<file path="config.mk">
export PLATFORM = sky130hd
export DESIGN_NAME = conv_out_wchn
export DESIGN_NICKNAME = d
export VERILOG_FILES = /design/src/source/cw_pkg.sv /design/src/source/conv_out_wchn.sv /design/src/source/wdata_fifo.sv /design/src/source/wdata_packer.sv /design/src/source/burst_table.sv /design/src/source/aw_burst_splitter.sv /design/src/source/wt_req_intake.sv
export VERILOG_INCLUDE_DIRS = /design/src /design/src/source
export SDC_FILE = /design/constraint.sdc
export NUM_CORES = 2
export LEC_CHECK = 0
export ABC_AREA = 1
export BUFFER_PORTS_ARGS = -buffer_cell sky130_fd_sc_hd__buf_2
export CORE_MARGIN = 2
export CORE_UTILIZATION = 23
export CTS_BUF_LIST = sky130_fd_sc_hd__clkbuf_2 sky130_fd_sc_hd__clkbuf_4 sky130_fd_sc_hd__clkbuf_8
export DETAILED_ROUTE_END_ITERATION = 6
export GPL_TIMING_DRIVEN = 0
export MAX_ROUTING_LAYER = met4
export PLACE_DENSITY = 0.47
export SYNTH_ARGS = -nofsm -noshare
export SYNTH_HDL_FRONTEND = slang
export SYNTH_SLANG_ARGS = --single-unit
export TNS_END_PERCENT = 30
</file>
<file path="constraint.sdc">
create_clock -name clk -period 12.6 [get_ports clk]
set_input_delay 0 -clock clk [delete_from_list [all_inputs] [get_ports clk]]
set_output_delay 0 -clock clk [all_outputs]
set_load 0.005 [all_outputs]
</file>
<file path="src/source/cw_defs.svh">
`ifndef CW_DEFS_SVH
`define CW_DEFS_SVH

// axi address bus
`define CW_ADDR_W 32

// byte count of one write request, 2048 bytes max
`define CW_BTT_W 12

// feature and beat geometry
`define CW_FEAT_W 16
`define CW_FEATS_PER_BEAT 4 // four features fill a 64-bit beat

// burst limits
`define CW_MAX_BURST 32 // incr beats per burst
`define CW_OUTSTANDING 4 // bursts in flight, also burst table entries

// buffering
`define CW_REQ_MSG_DEPTH 3 // keep index messages
`define CW_WBUF_DEPTH 16 // W beats, power of two

`endif
</file>
<file path="src/source/cw_pkg.sv">
`include "cw_defs.svh"

package cw_pkg;

	typedef logic [`CW_ADDR_W-1:0] addr_t; // byte address
	typedef logic [`CW_BTT_W-1:0] btt_t; // bytes to transfer
	typedef logic [7:0] beat_cnt_t; // beats in a request, minus one
	typedef logic [7:0] burst_len_t; // axi awlen encoding

	// byte lane inside a 64-bit beat
	typedef logic [2:0] keep_id_t;

	typedef logic [`CW_FEAT_W-1:0] feat_t;
	typedef logic [`CW_FEAT_W*`CW_FEATS_PER_BEAT-1:0] wdata_t;
	typedef logic [`CW_FEAT_W*`CW_FEATS_PER_BEAT/8-1:0] wstrb_t; // one bit per byte

	typedef logic [$clog2(`CW_OUTSTANDING)-1:0] tbl_ptr_t;

	// address split fsm
	typedef enum logic [1:0] {
		AW_WAIT, // outstanding room
		AW_LEN, // clip to request
		AW_COMMIT // hand to burst table
	} aw_state_e;

endpackage

</file>
<file path="src/source/conv_out_wchn.sv">
`timescale 1ns/1ps
`include "cw_defs.svh"

module conv_out_wchn import cw_pkg::*;
(
	input  logic       clk,
	input  logic       rst_n,
	// write requests
	input  addr_t      wt_req_addr_i,
	input  btt_t       wt_req_btt_i,
	input  logic       wt_req_valid_i,
	output logic       wt_req_ready_o,
	output logic       wt_req_fns_o, // last B of a request
	// feature stream
	input  feat_t      res_data_i,
	input  logic       res_last_i,
	input  logic       res_valid_i,
	output logic       res_ready_o,
	// axi AW
	output addr_t      awaddr_o,
	output burst_len_t awlen_o,
	output logic       awvalid_o,
	input  logic       awready_i,
	// axi W
	output wdata_t     wdata_o,
	output wstrb_t     wstrb_o,
	output logic       wlast_o,
	output logic       wvalid_o,
	input  logic       wready_i,
	// axi B, bready tied high outside
	input  logic       bvalid_i
);

	logic req_start;
	addr_t start_addr;
	beat_cnt_t beat_cnt;
	keep_id_t first_kid;
	keep_id_t last_kid;
	logic msg_valid;
	logic msg_pop;
	logic req_split_done;
	logic commit_valid;
	addr_t commit_addr;
	burst_len_t commit_len;
	logic commit_ok;
	burst_len_t data_len;
	logic data_avail;
	logic data_done;
	logic buf_wen;
	wdata_t buf_data;
	wstrb_t buf_strb;
	logic buf_last;
	logic buf_full_n;

	wt_req_intake u_intake (
		.clk, .rst_n,
		.wt_req_addr_i, .wt_req_btt_i, .wt_req_valid_i, .wt_req_ready_o,
		.req_split_done_i(req_split_done), .msg_pop_i(msg_pop),
		.req_start_o(req_start), .start_addr_o(start_addr), .beat_cnt_o(beat_cnt),
		.first_kid_o(first_kid), .last_kid_o(last_kid), .msg_valid_o(msg_valid)
	);

	aw_burst_splitter u_splitter (
		.clk, .rst_n,
		.req_start_i(req_start), .start_addr_i(start_addr), .beat_cnt_i(beat_cnt),
		.commit_ok_i(commit_ok), .bvalid_i,
		.req_split_done_o(req_split_done), .commit_valid_o(commit_valid),
		.commit_addr_o(commit_addr), .commit_len_o(commit_len), .wt_req_fns_o
	);

	burst_table u_table (
		.clk, .rst_n,
		.commit_valid_i(commit_valid), .commit_addr_i(commit_addr), .commit_len_i(commit_len),
		.data_done_i(data_done), .awready_i,
		.commit_ok_o(commit_ok), .data_len_o(data_len), .data_avail_o(data_avail),
		.awaddr_o, .awlen_o, .awvalid_o
	);

	wdata_packer u_packer (
		.clk, .rst_n,
		.res_data_i, .res_last_i, .res_valid_i, .res_ready_o,
		.first_kid_i(first_kid), .last_kid_i(last_kid), .msg_valid_i(msg_valid),
		.msg_pop_o(msg_pop), .data_len_i(data_len), .data_avail_i(data_avail),
		.data_done_o(data_done), .buf_full_n_i(buf_full_n), .buf_wen_o(buf_wen),
		.buf_data_o(buf_data), .buf_strb_o(buf_strb), .buf_last_o(buf_last)
	);

	// W beats wait here for wready
	wdata_fifo #(
		.DEPTH(`CW_WBUF_DEPTH)
	) u_wbuf (
		.clk, .rst_n,
		.wen_i(buf_wen), .din_data_i(buf_data), .din_strb_i(buf_strb),
		.din_last_i(buf_last), .full_n_o(buf_full_n),
		.ren_i(wready_i), .dout_data_o(wdata_o), .dout_strb_o(wstrb_o),
		.dout_last_o(wlast_o), .empty_n_o(wvalid_o)
	);

endmodule

</file>
<file path="src/source/wdata_fifo.sv">
`timescale 1ns/1ps
`include "cw_defs.svh"

module wdata_fifo import cw_pkg::*;
#(
	parameter int DEPTH = `CW_WBUF_DEPTH
)
(
	input  logic   clk,
	input  logic   rst_n,
	input  logic   wen_i,
	input  wdata_t din_data_i,
	input  wstrb_t din_strb_i,
	input  logic   din_last_i,
	output logic   full_n_o,
	input  logic   ren_i,
	output wdata_t dout_data_o,
	output wstrb_t dout_strb_o,
	output logic   dout_last_o,
	output logic   empty_n_o
);

	localparam int AW = $clog2(DEPTH);

	wdata_t mem_data [DEPTH];
	wstrb_t mem_strb [DEPTH];
	logic mem_last [DEPTH];
	logic [AW-1:0] wptr; // wraps, depth is a power of two
	logic [AW-1:0] rptr;
	logic [AW:0] cnt;
	logic wr;
	logic rd;

	assign full_n_o = (cnt != (AW+1)'(DEPTH));
	assign empty_n_o = (cnt != '0);
	assign wr = wen_i & full_n_o;
	assign rd = ren_i & empty_n_o;

	// head word always on the outputs
	assign dout_data_o = mem_data[rptr];
	assign dout_strb_o = mem_strb[rptr];
	assign dout_last_o = mem_last[rptr];

	always_ff @(posedge clk)
	begin
		if (wr)
		begin
			mem_data[wptr] <= din_data_i;
			mem_strb[wptr] <= din_strb_i;
			mem_last[wptr] <= din_last_i;
		end
	end

	always_ff @(posedge clk or negedge rst_n)
	begin
		if (!rst_n)
		begin
			wptr <= '0;
			rptr <= '0;
			cnt <= '0;
		end
		else
		begin
			if (wr)
				wptr <= wptr + 1'b1;
			if (rd)
				rptr <= rptr + 1'b1;
			cnt <= cnt + {{AW{1'b0}}, wr} - {{AW{1'b0}}, rd};
		end
	end

endmodule

</file>
<file path="src/source/wdata_packer.sv">
`timescale 1ns/1ps
`include "cw_defs.svh"

module wdata_packer import cw_pkg::*;
(
	input  logic       clk,
	input  logic       rst_n,
	input  feat_t      res_data_i,
	input  logic       res_last_i,
	input  logic       res_valid_i,
	output logic       res_ready_o,
	input  keep_id_t   first_kid_i,
	input  keep_id_t   last_kid_i,
	input  logic       msg_valid_i,
	output logic       msg_pop_o,
	input  burst_len_t data_len_i,
	input  logic       data_avail_i,
	output logic       data_done_o,
	input  logic       buf_full_n_i,
	output logic       buf_wen_o,
	output wdata_t     buf_data_o,
	output wstrb_t     buf_strb_o,
	output logic       buf_last_o
);

	localparam int NL = `CW_FEATS_PER_BEAT;
	localparam int FW = `CW_FEAT_W;
	localparam wstrb_t STRB_ALL = '1;

	logic [NL-1:0] lane_first; // lane of a request's first feature
	logic [NL-1:0] lane_cur; // one-hot write lane
	logic [NL-1:0] lane_reg;
	logic first_feat;
	logic first_beat;
	logic close_beat;
	logic accept;
	logic beat_fire;
	logic last_beat;
	logic ready_s0;
	feat_t feat_set [NL];
	wdata_t beat_data;
	wstrb_t first_keep;
	wstrb_t last_keep;
	wstrb_t strb_s0;
	burst_len_t beat_id; // beat index inside the burst
	logic valid_s1;
	wdata_t data_s1;
	wstrb_t strb_s1;
	logic last_s1;

	assign lane_first = {{(NL-1){1'b0}}, 1'b1} << first_kid_i[2:1];
	assign lane_cur = first_feat ? lane_first : lane_reg;
	assign close_beat = lane_cur[NL-1] | res_last_i;

	assign ready_s0 = ~valid_s1 | buf_full_n_i;
	// only the closing feature needs the output stage
	assign res_ready_o = msg_valid_i & data_avail_i & (~close_beat | ready_s0);
	assign accept = res_valid_i & res_ready_o;
	assign beat_fire = accept & close_beat;
	assign last_beat = (beat_id == data_len_i);
	assign data_done_o = beat_fire & last_beat;
	assign msg_pop_o = accept & res_last_i;

	// incoming feature goes straight into its lane
	always_comb
	begin
		for (int i = 0; i < NL; i++)
			beat_data[i*FW +: FW] = lane_cur[i] ? res_data_i : feat_set[i];
	end

	assign first_keep = STRB_ALL << first_kid_i; // bytes from first_kid up
	assign last_keep = STRB_ALL >> (3'd7 - last_kid_i); // bytes up to last_kid
	assign strb_s0 = (first_beat ? first_keep : STRB_ALL) & (res_last_i ? last_keep : STRB_ALL);

	always_ff @(posedge clk or negedge rst_n)
	begin
		if (!rst_n)
		begin
			first_feat <= 1'b1;
			lane_reg <= '0;
		end
		else if (accept)
		begin
			first_feat <= res_last_i;
			lane_reg <= {lane_cur[NL-2:0], lane_cur[NL-1]}; // rotate
		end
	end

	always_ff @(posedge clk)
	begin
		for (int i = 0; i < NL; i++)
			if (accept & lane_cur[i])
				feat_set[i] <= res_data_i;
	end

	always_ff @(posedge clk or negedge rst_n)
	begin
		if (!rst_n)
		begin
			first_beat <= 1'b1;
			beat_id <= '0;
		end
		else if (beat_fire)
		begin
			first_beat <= res_last_i;
			beat_id <= last_beat ? '0 : beat_id + 1'b1;
		end
	end

	// output stage, holds while the buffer is full
	always_ff @(posedge clk or negedge rst_n)
	begin
		if (!rst_n)
			valid_s1 <= 1'b0;
		else if (ready_s0)
			valid_s1 <= beat_fire;
	end

	always_ff @(posedge clk)
	begin
		if (beat_fire)
		begin
			data_s1 <= beat_data;
			strb_s1 <= strb_s0;
			last_s1 <= last_beat;
		end
	end

	assign buf_wen_o = valid_s1 & buf_full_n_i;
	assign buf_data_o = data_s1;
	assign buf_strb_o = strb_s1;
	assign buf_last_o = last_s1;

endmodule

</file>
<file path="src/source/burst_table.sv">
`timescale 1ns/1ps
`include "cw_defs.svh"

module burst_table import cw_pkg::*;
(
	input  logic       clk,
	input  logic       rst_n,
	input  logic       commit_valid_i,
	input  addr_t      commit_addr_i,
	input  burst_len_t commit_len_i,
	input  logic       data_done_i, // last beat of the oldest launched burst
	input  logic       awready_i,
	output logic       commit_ok_o,
	output burst_len_t data_len_o,
	output logic       data_avail_o,
	output addr_t      awaddr_o,
	output burst_len_t awlen_o,
	output logic       awvalid_o
);

	localparam logic [1:0] ST_FREE = 2'b00;
	localparam logic [1:0] ST_LAUNCHED = 2'b01; // address known, data pending
	localparam logic [1:0] ST_READY = 2'b11; // data buffered, AW may go

	addr_t tbl_addr [`CW_OUTSTANDING];
	burst_len_t tbl_len [`CW_OUTSTANDING];
	logic [1:0] tbl_flag [`CW_OUTSTANDING];
	tbl_ptr_t cmt_ptr;
	tbl_ptr_t prep_ptr;
	tbl_ptr_t disp_ptr;
	logic commit;
	logic prepared;
	logic dispatched;

	assign commit_ok_o = (tbl_flag[cmt_ptr] == ST_FREE);
	assign data_avail_o = (tbl_flag[prep_ptr] == ST_LAUNCHED);
	assign data_len_o = tbl_len[prep_ptr];
	assign awvalid_o = (tbl_flag[disp_ptr] == ST_READY);
	assign awaddr_o = tbl_addr[disp_ptr];
	assign awlen_o = tbl_len[disp_ptr];

	assign commit = commit_valid_i & commit_ok_o;
	assign prepared = data_done_i & data_avail_o;
	assign dispatched = awready_i & awvalid_o;

	always_ff @(posedge clk)
	begin
		if (commit)
		begin
			tbl_addr[cmt_ptr] <= commit_addr_i;
			tbl_len[cmt_ptr] <= commit_len_i;
		end
	end

	// each update needs its own flag value, so two never hit one entry
	always_ff @(posedge clk or negedge rst_n)
	begin
		if (!rst_n)
		begin
			for (int i = 0; i < `CW_OUTSTANDING; i++)
				tbl_flag[i] <= ST_FREE;
			cmt_ptr <= '0;
			prep_ptr <= '0;
			disp_ptr <= '0;
		end
		else
		begin
			if (commit)
			begin
				tbl_flag[cmt_ptr] <= ST_LAUNCHED;
				cmt_ptr <= cmt_ptr + 1'b1;
			end
			if (prepared)
			begin
				tbl_flag[prep_ptr] <= ST_READY;
				prep_ptr <= prep_ptr + 1'b1;
			end
			if (dispatched)
			begin
				tbl_flag[disp_ptr] <= ST_FREE;
				disp_ptr <= disp_ptr + 1'b1;
			end
		end
	end

endmodule

</file>
<file path="src/source/aw_burst_splitter.sv">
`timescale 1ns/1ps
`include "cw_defs.svh"

module aw_burst_splitter import cw_pkg::*;
(
	input  logic       clk,
	input  logic       rst_n,
	input  logic       req_start_i,
	input  addr_t      start_addr_i,
	input  beat_cnt_t  beat_cnt_i,
	input  logic       commit_ok_i, // table slot free
	input  logic       bvalid_i,
	output logic       req_split_done_o,
	output logic       commit_valid_o,
	output addr_t      commit_addr_o,
	output burst_len_t commit_len_o,
	output logic       wt_req_fns_o
);

	localparam burst_len_t MAX_LEN = burst_len_t'(`CW_MAX_BURST - 1);
	localparam logic [2:0] OUT_MAX = 3'(`CW_OUTSTANDING);

	aw_state_e state;
	logic active; // request still being cut
	addr_t aw_addr; // next burst, beat aligned
	logic [8:0] page_left; // beats to the 4 KB edge, minus one
	beat_cnt_t req_left; // beats left in request, minus one
	burst_len_t min_res; // shared min unit result
	logic last_burst;
	logic commit;
	logic [2:0] out_cnt; // bursts waiting for B
	logic lb_fifo [`CW_OUTSTANDING]; // last-burst flag per outstanding burst
	tbl_ptr_t lb_wptr;
	tbl_ptr_t lb_rptr;

	assign commit_valid_o = (state == AW_COMMIT);
	assign commit_addr_o = aw_addr;
	assign commit_len_o = min_res;
	assign commit = commit_valid_o & commit_ok_i;
	assign req_split_done_o = commit & last_burst;
	assign wt_req_fns_o = bvalid_i & lb_fifo[lb_rptr];

	always_ff @(posedge clk or negedge rst_n)
	begin
		if (!rst_n)
			state <= AW_WAIT;
		else
		begin
			case (state)
				AW_WAIT:
					if (active & (out_cnt != OUT_MAX))
						state <= AW_LEN;
				AW_LEN:
					state <= AW_COMMIT;
				AW_COMMIT:
					if (commit_ok_i)
						state <= AW_WAIT; // held while table is full
				default:
					state <= AW_WAIT;
			endcase
		end
	end

	always_ff @(posedge clk or negedge rst_n)
	begin
		if (!rst_n)
			active <= 1'b0;
		else if (req_start_i)
			active <= 1'b1;
		else if (req_split_done_o)
			active <= 1'b0;
	end

	// address and remaining counts
	always_ff @(posedge clk)
	begin
		if (req_start_i)
		begin
			aw_addr <= {start_addr_i[`CW_ADDR_W-1:3], 3'b000};
			page_left <= ~start_addr_i[11:3]; // 511 - beat index in page
			req_left <= beat_cnt_i;
		end
		else if (commit)
		begin
			aw_addr <= {aw_addr[`CW_ADDR_W-1:3] + (`CW_ADDR_W-3)'(min_res) + 1'b1, 3'b000};
			page_left <= page_left - {1'b0, min_res} - 9'd1;
			req_left <= req_left - min_res - 8'd1;
		end
	end

	// first cycle page vs max burst, second cycle against the request
	always_ff @(posedge clk)
	begin
		if (state == AW_WAIT)
			min_res <= (page_left <= {1'b0, MAX_LEN}) ? page_left[7:0] : MAX_LEN;
		else if (state == AW_LEN)
		begin
			min_res <= (req_left <= min_res) ? req_left : min_res;
			last_burst <= (req_left <= min_res);
		end
	end

	always_ff @(posedge clk or negedge rst_n)
	begin
		if (!rst_n)
			out_cnt <= 3'd0;
		else if (commit ^ bvalid_i)
			out_cnt <= bvalid_i ? out_cnt - 3'd1 : out_cnt + 3'd1;
	end

	always_ff @(posedge clk)
	begin
		if (commit)
			lb_fifo[lb_wptr] <= last_burst;
	end

	// B returns in commit order
	always_ff @(posedge clk or negedge rst_n)
	begin
		if (!rst_n)
		begin
			lb_wptr <= '0;
			lb_rptr <= '0;
		end
		else
		begin
			if (commit)
				lb_wptr <= lb_wptr + 1'b1;
			if (bvalid_i)
				lb_rptr <= lb_rptr + 1'b1;
		end
	end

endmodule

</file>
<file path="src/source/wt_req_intake.sv">
`timescale 1ns/1ps
`include "cw_defs.svh"

module wt_req_intake import cw_pkg::*;
(
	input  logic      clk,
	input  logic      rst_n,
	input  addr_t     wt_req_addr_i,
	input  btt_t      wt_req_btt_i,
	input  logic      wt_req_valid_i,
	output logic      wt_req_ready_o,
	input  logic      req_split_done_i, // last burst committed
	input  logic      msg_pop_i, // last feature taken by the packer
	output logic      req_start_o,
	output addr_t     start_addr_o,
	output beat_cnt_t beat_cnt_o,
	output keep_id_t  first_kid_o,
	output keep_id_t  last_kid_o,
	output logic      msg_valid_o
);

	localparam logic [1:0] MSG_DEPTH = 2'(`CW_REQ_MSG_DEPTH);

	logic busy; // splitter owns a request
	logic accept;
	logic [`CW_BTT_W:0] term_addr; // end offset from the beat-aligned base
	logic [`CW_BTT_W-3:0] beats_m1;
	keep_id_t last_kid_in;
	logic [5:0] msg_mem [`CW_REQ_MSG_DEPTH]; // {first_kid, last_kid}
	logic [5:0] msg_head;
	logic [1:0] msg_wptr;
	logic [1:0] msg_rptr;
	logic [1:0] msg_cnt;

	assign wt_req_ready_o = ~busy & (msg_cnt != MSG_DEPTH);
	assign accept = wt_req_valid_i & wt_req_ready_o;
	assign req_start_o = accept;
	assign start_addr_o = wt_req_addr_i;

	// low address bits count toward the first beat
	assign term_addr = {1'b0, wt_req_btt_i} + {{(`CW_BTT_W-2){1'b0}}, wt_req_addr_i[2:0]};
	// ceil(term / 8) - 1
	assign beats_m1 = term_addr[`CW_BTT_W:3] - {{(`CW_BTT_W-3){1'b0}}, ~|term_addr[2:0]};
	assign beat_cnt_o = beats_m1[7:0];
	assign last_kid_in = term_addr[2:0] - 3'd1; // 0 wraps to 7, full last beat

	// empty queue passes the new message straight through
	assign msg_head = (msg_cnt == 2'd0) ? {wt_req_addr_i[2:0], last_kid_in} : msg_mem[msg_rptr];
	assign msg_valid_o = (msg_cnt != 2'd0) | accept;
	assign first_kid_o = msg_head[5:3];
	assign last_kid_o = msg_head[2:0];

	always_ff @(posedge clk or negedge rst_n)
	begin
		if (!rst_n)
			busy <= 1'b0;
		else if (accept)
			busy <= 1'b1;
		else if (req_split_done_i)
			busy <= 1'b0;
	end

	always_ff @(posedge clk)
	begin
		if (accept)
			msg_mem[msg_wptr] <= {wt_req_addr_i[2:0], last_kid_in};
	end

	always_ff @(posedge clk or negedge rst_n)
	begin
		if (!rst_n)
		begin
			msg_wptr <= 2'd0;
			msg_rptr <= 2'd0;
			msg_cnt <= 2'd0;
		end
		else
		begin
			if (accept)
				msg_wptr <= (msg_wptr == MSG_DEPTH - 2'd1) ? 2'd0 : msg_wptr + 2'd1;
			if (msg_pop_i)
				msg_rptr <= (msg_rptr == MSG_DEPTH - 2'd1) ? 2'd0 : msg_rptr + 2'd1;
			msg_cnt <= msg_cnt + {1'b0, accept} - {1'b0, msg_pop_i};
		end
	end

endmodule

</file>
==> summary.md <==
| Metric | Value |
|---|---|
| Worst hold path class | `in2reg` |
| Skew-Pair Late Insertion Delay | `940 ps` |
| Clock-pin slew on the worst setup and hold paths | `60 ps` |
| DRC errors left | `0` |
| Chip width | `529.2 um` |
| Die area | `280,100 um^2` |
| Setup ws final | `7107 ps` |
| Synthesized area | `63,440 um^2` |
| Largest register FFs | `1,024` |
| Synth unique cells | `56` |
| Worst vdd ir | `0.1227 mV` |
| Final Hold Viols | `0` |
| CTS tree | `yes` |
| Vias in the first global route | `41,270` |
| Avg WL per Cell | `23.73 um` |
| Setup TNS | `0 ps` |
| Core area | `274,100 um^2` |
| Adder-cell share of the synthesized area | `1.412%` |
| CP max stage cell | `clkbuf_1` |
| Grt total ovfl | `0` |
| Cts hold-fix bufs | `112` |
| Final nets | `5,344` |
| Hold_ws | `109.0 ps` |
| Largest cells by area after synthesis | `edfxtp_1 69%, nor2_1 3.6%, mux2i_1 3.5%` |
| Multiplexer share of the synthesized area | `3.518%` |
| Largest family of logic cells by synthesized area | `compound AO/OA/AOI/OAI gates` |
| Gr usage total | `15.47%` |
| Fmax achieved | `0.1821 GHz` |
| Power density over the cells | `240.7 nW/um^2` |
| Initial antenna violation count | `17` |
| CP most frequent cell | `buf_2` |
| Avg Inst Size Synth | `13.90 um^2` |
| Synth area leader | `edfxtp_1` |
| Cts repair resizes | `0` |
| Crit path cell chain | `buf_2, buf_2, inv_2, buf_2, clkbuf_1, clkbuf_1, nor2_1, o221ai_1, nand3_1, nand2_1, buf_2` |
| Crit path buf inv count | `7` |
| Dpl ws | `8006 ps` |
| Pwr Total | `18.57 mW` |
| Crit path DAT | `5490 ps` |
| Share of flip-flops with an asynchronous set or reset | `3.652%` |
| Fraction of layout cells with a size suffix above 1 | `14.93%` |
| Least-Margin Pin Slew | `1422 ps` |
| Post-Synth Simple-Gate Area | `7.569%` |
| Biggest regs | `u_wbuf.mem_data x1024, u_wbuf.mem_strb x128, u_table.tbl_addr x116` |
| Gate Count Post-Synth | `4,564` |
| Fin crit share | `43.59%` |
| Antenna-violating nets left | `0` |
| Root Driver | `clkbuf_8` |
| Top FF cell, synth | `edfxtp_1` |
| # clock sinks | `1,588` |
| Post-route design area | `77,160 um^2` |
| Pin count of the biggest net entering global routing | `57` |
| Detailed Route WL | `216.2 mm` |
| Slowest cell delay on critical path | `1020 ps` |
| Initial DRC count | `4,277` |
| Kind of critical path | `reg2out` |
| DP Area | `70,460 um^2` |
| Final setup viols | `0` |
| Syn-to-layout area delta | `21.62%` |
| Die height | `529.2 um` |
| First-pass GRT wire length | `304.0 mm` |
| Largest Register | `u_wbuf.mem_data` |
| Port Buffers | `181` |
| Max Clock Skew | `129.3 ps` |
| Vias | `41,735` |
| Share of the synthesized area in the top cell type | `69.39%` |
| Critical path capture point type | `output pin` |
| Required time worst endpoint | `12,600 ps` |
| Post-route minimum period | `5493 ps` |
| Slew Limit Fails | `0` |
| Post-synth EDFFs | `1,466` |
| Top delay family on crit path | `buffers and inverters` |
| RSZ-0062 raised after global routing | `no` |
| Max Root-Sink Buffers | `4` |
| Maxcap violations | `0` |
| #FFs+latches synth | `1,588` |
| Clock buffer count from CTS | `283` |
| Yosys warning count | `0` |
| RD Place Congestion | `0.8142` |
| Status | `completed` |
| Vias/cell | `4.581` |
| Leakage | `26.07 nW` |
| Post CTS Setup Buffer Count | `0` |
| Worst-path maximum fanout | `10` |
| Htree depth | `5` |
| Post-synthesis xor/xnor area fraction | `0.8559%` |
| Compound-gate portion of the synthesized area | `10.15%` |
| Starting density of the core | `23.15%` |
| DR pass1 iterations | `5` |
| CP Launch Type | `register` |
| Final HPWL DP | `144.7 mm` |
| Seq/Total Area, Yosys | `73.70%` |
| Rows | `192` |
| IO Pins | `186` |
| Slew headroom | `5.173%` |
[per-stage QoR]
stage | cells | util [%]
floorplan | 4566 | -
global route | 9109 | 28.15
CTS | 9105 | 28.14
detailed placement | 8497 | 25.71
global placement | 8433 | 25.16
finish | 9111 | 28.15
[worst min-delay path, delay by kind of cell]
family | cells | cell delay, ps
buffers and inverters | 2 | 760
AO/OA/AOI/OAI | 1 | 60
[layer usage]
layer,part of all wire [%],global-route usage [%]
met1,44,20.51
met2,46,24.12
met3,7.6,2.855
met4,2.6,4.315
met5,0,-
[power by group]
| part | switching (mW) | internal, mW | total (mW) |
|---|---|---|---|
| Sequential | 0.492 | 6.67 | 7.16 |
| Combinational | 4.67 | 1.91 | 6.57 |
| Clock | 2.20 | 2.63 | 4.83 |
[cells in the final DEF, fill, tap and decap left out, types with 56 or more instances in the layout]
cell type      Yosys  layout
o211ai_1          67      67
clkbuf_4           0     113
nand2_1          371     370
ha_1              62      62
dfrtp_1           56      56
o21ai_1           78      78
o32ai_1           65      65
clkbuf_1         219     212
mux2i_1          223     223
inv_1            147     147
edfxtp_1        1466    1466
buf_12             0      58
o221ai_1         222     222
dfxtp_1           64      64
o21ai_0          432     432
clkbuf_8           0     305
nor2_1           611     591
dlygate4sd3_1      0     111
nand3_1          135     135
buf_2             32     212
[worst paths after layout]
check	depth (start not counted)	end	from	slack, ps
worst min-delay path	3	u_packer.buf_strb_o[7]	res_last_i	110
worst min register to register	2	u_packer.feat_set[2][12]	u_packer.feat_set[2][12]	460
min in group asynchronous	3	u_packer.first_feat	rst_n	280
worst max-delay path	11	wdata_o[60]	u_wbuf.rptr[0]	7110
worst max register to register	10	u_intake.msg_cnt[0]	u_splitter.active	8300
max in group asynchronous	4	u_packer.beat_id[6]	rst_n	11910
[cells by family (layout without fill, tap and decap cells)]
group,Yosys count,after routing
AO/OA/AOI/OAI,1005,1005
XOR/XNOR,62,62
adder cells (fa/ha/maj),68,68
buffers and inverters,436,1289
flip-flops,1588,1588
multiplexers,223,223
other,1,9
AND/OR/NAND/NOR,1181,1181
[final cells by class]
type                            count  area [um^2]
Buffer                            276         1175
Clock inverter                     78        499.2
Tap cell                         3686         4612
Multi-Input combinational cell   2542        15080
Clock buffer                      418         5046
Timing Repair Buffer              357         3373
Fill cell                       28014       196900
Inverter                          160        603.1
Sequential cell                  1588        46760
Antenna cell                        6        15.01
[synthesized netlist by cell type (all sizes together), types with 62 or more instances]
cell,n
o21ai,512
inv,157
mux2i,223
nand2,373
o32ai,65
o221ai,222
clkbuf,219
dfxtp,64
nand3,141
o211ai,67
nor2,615
ha,62
edfxtp,1466
Note: power is estimated with default switching activity, not from simulation.
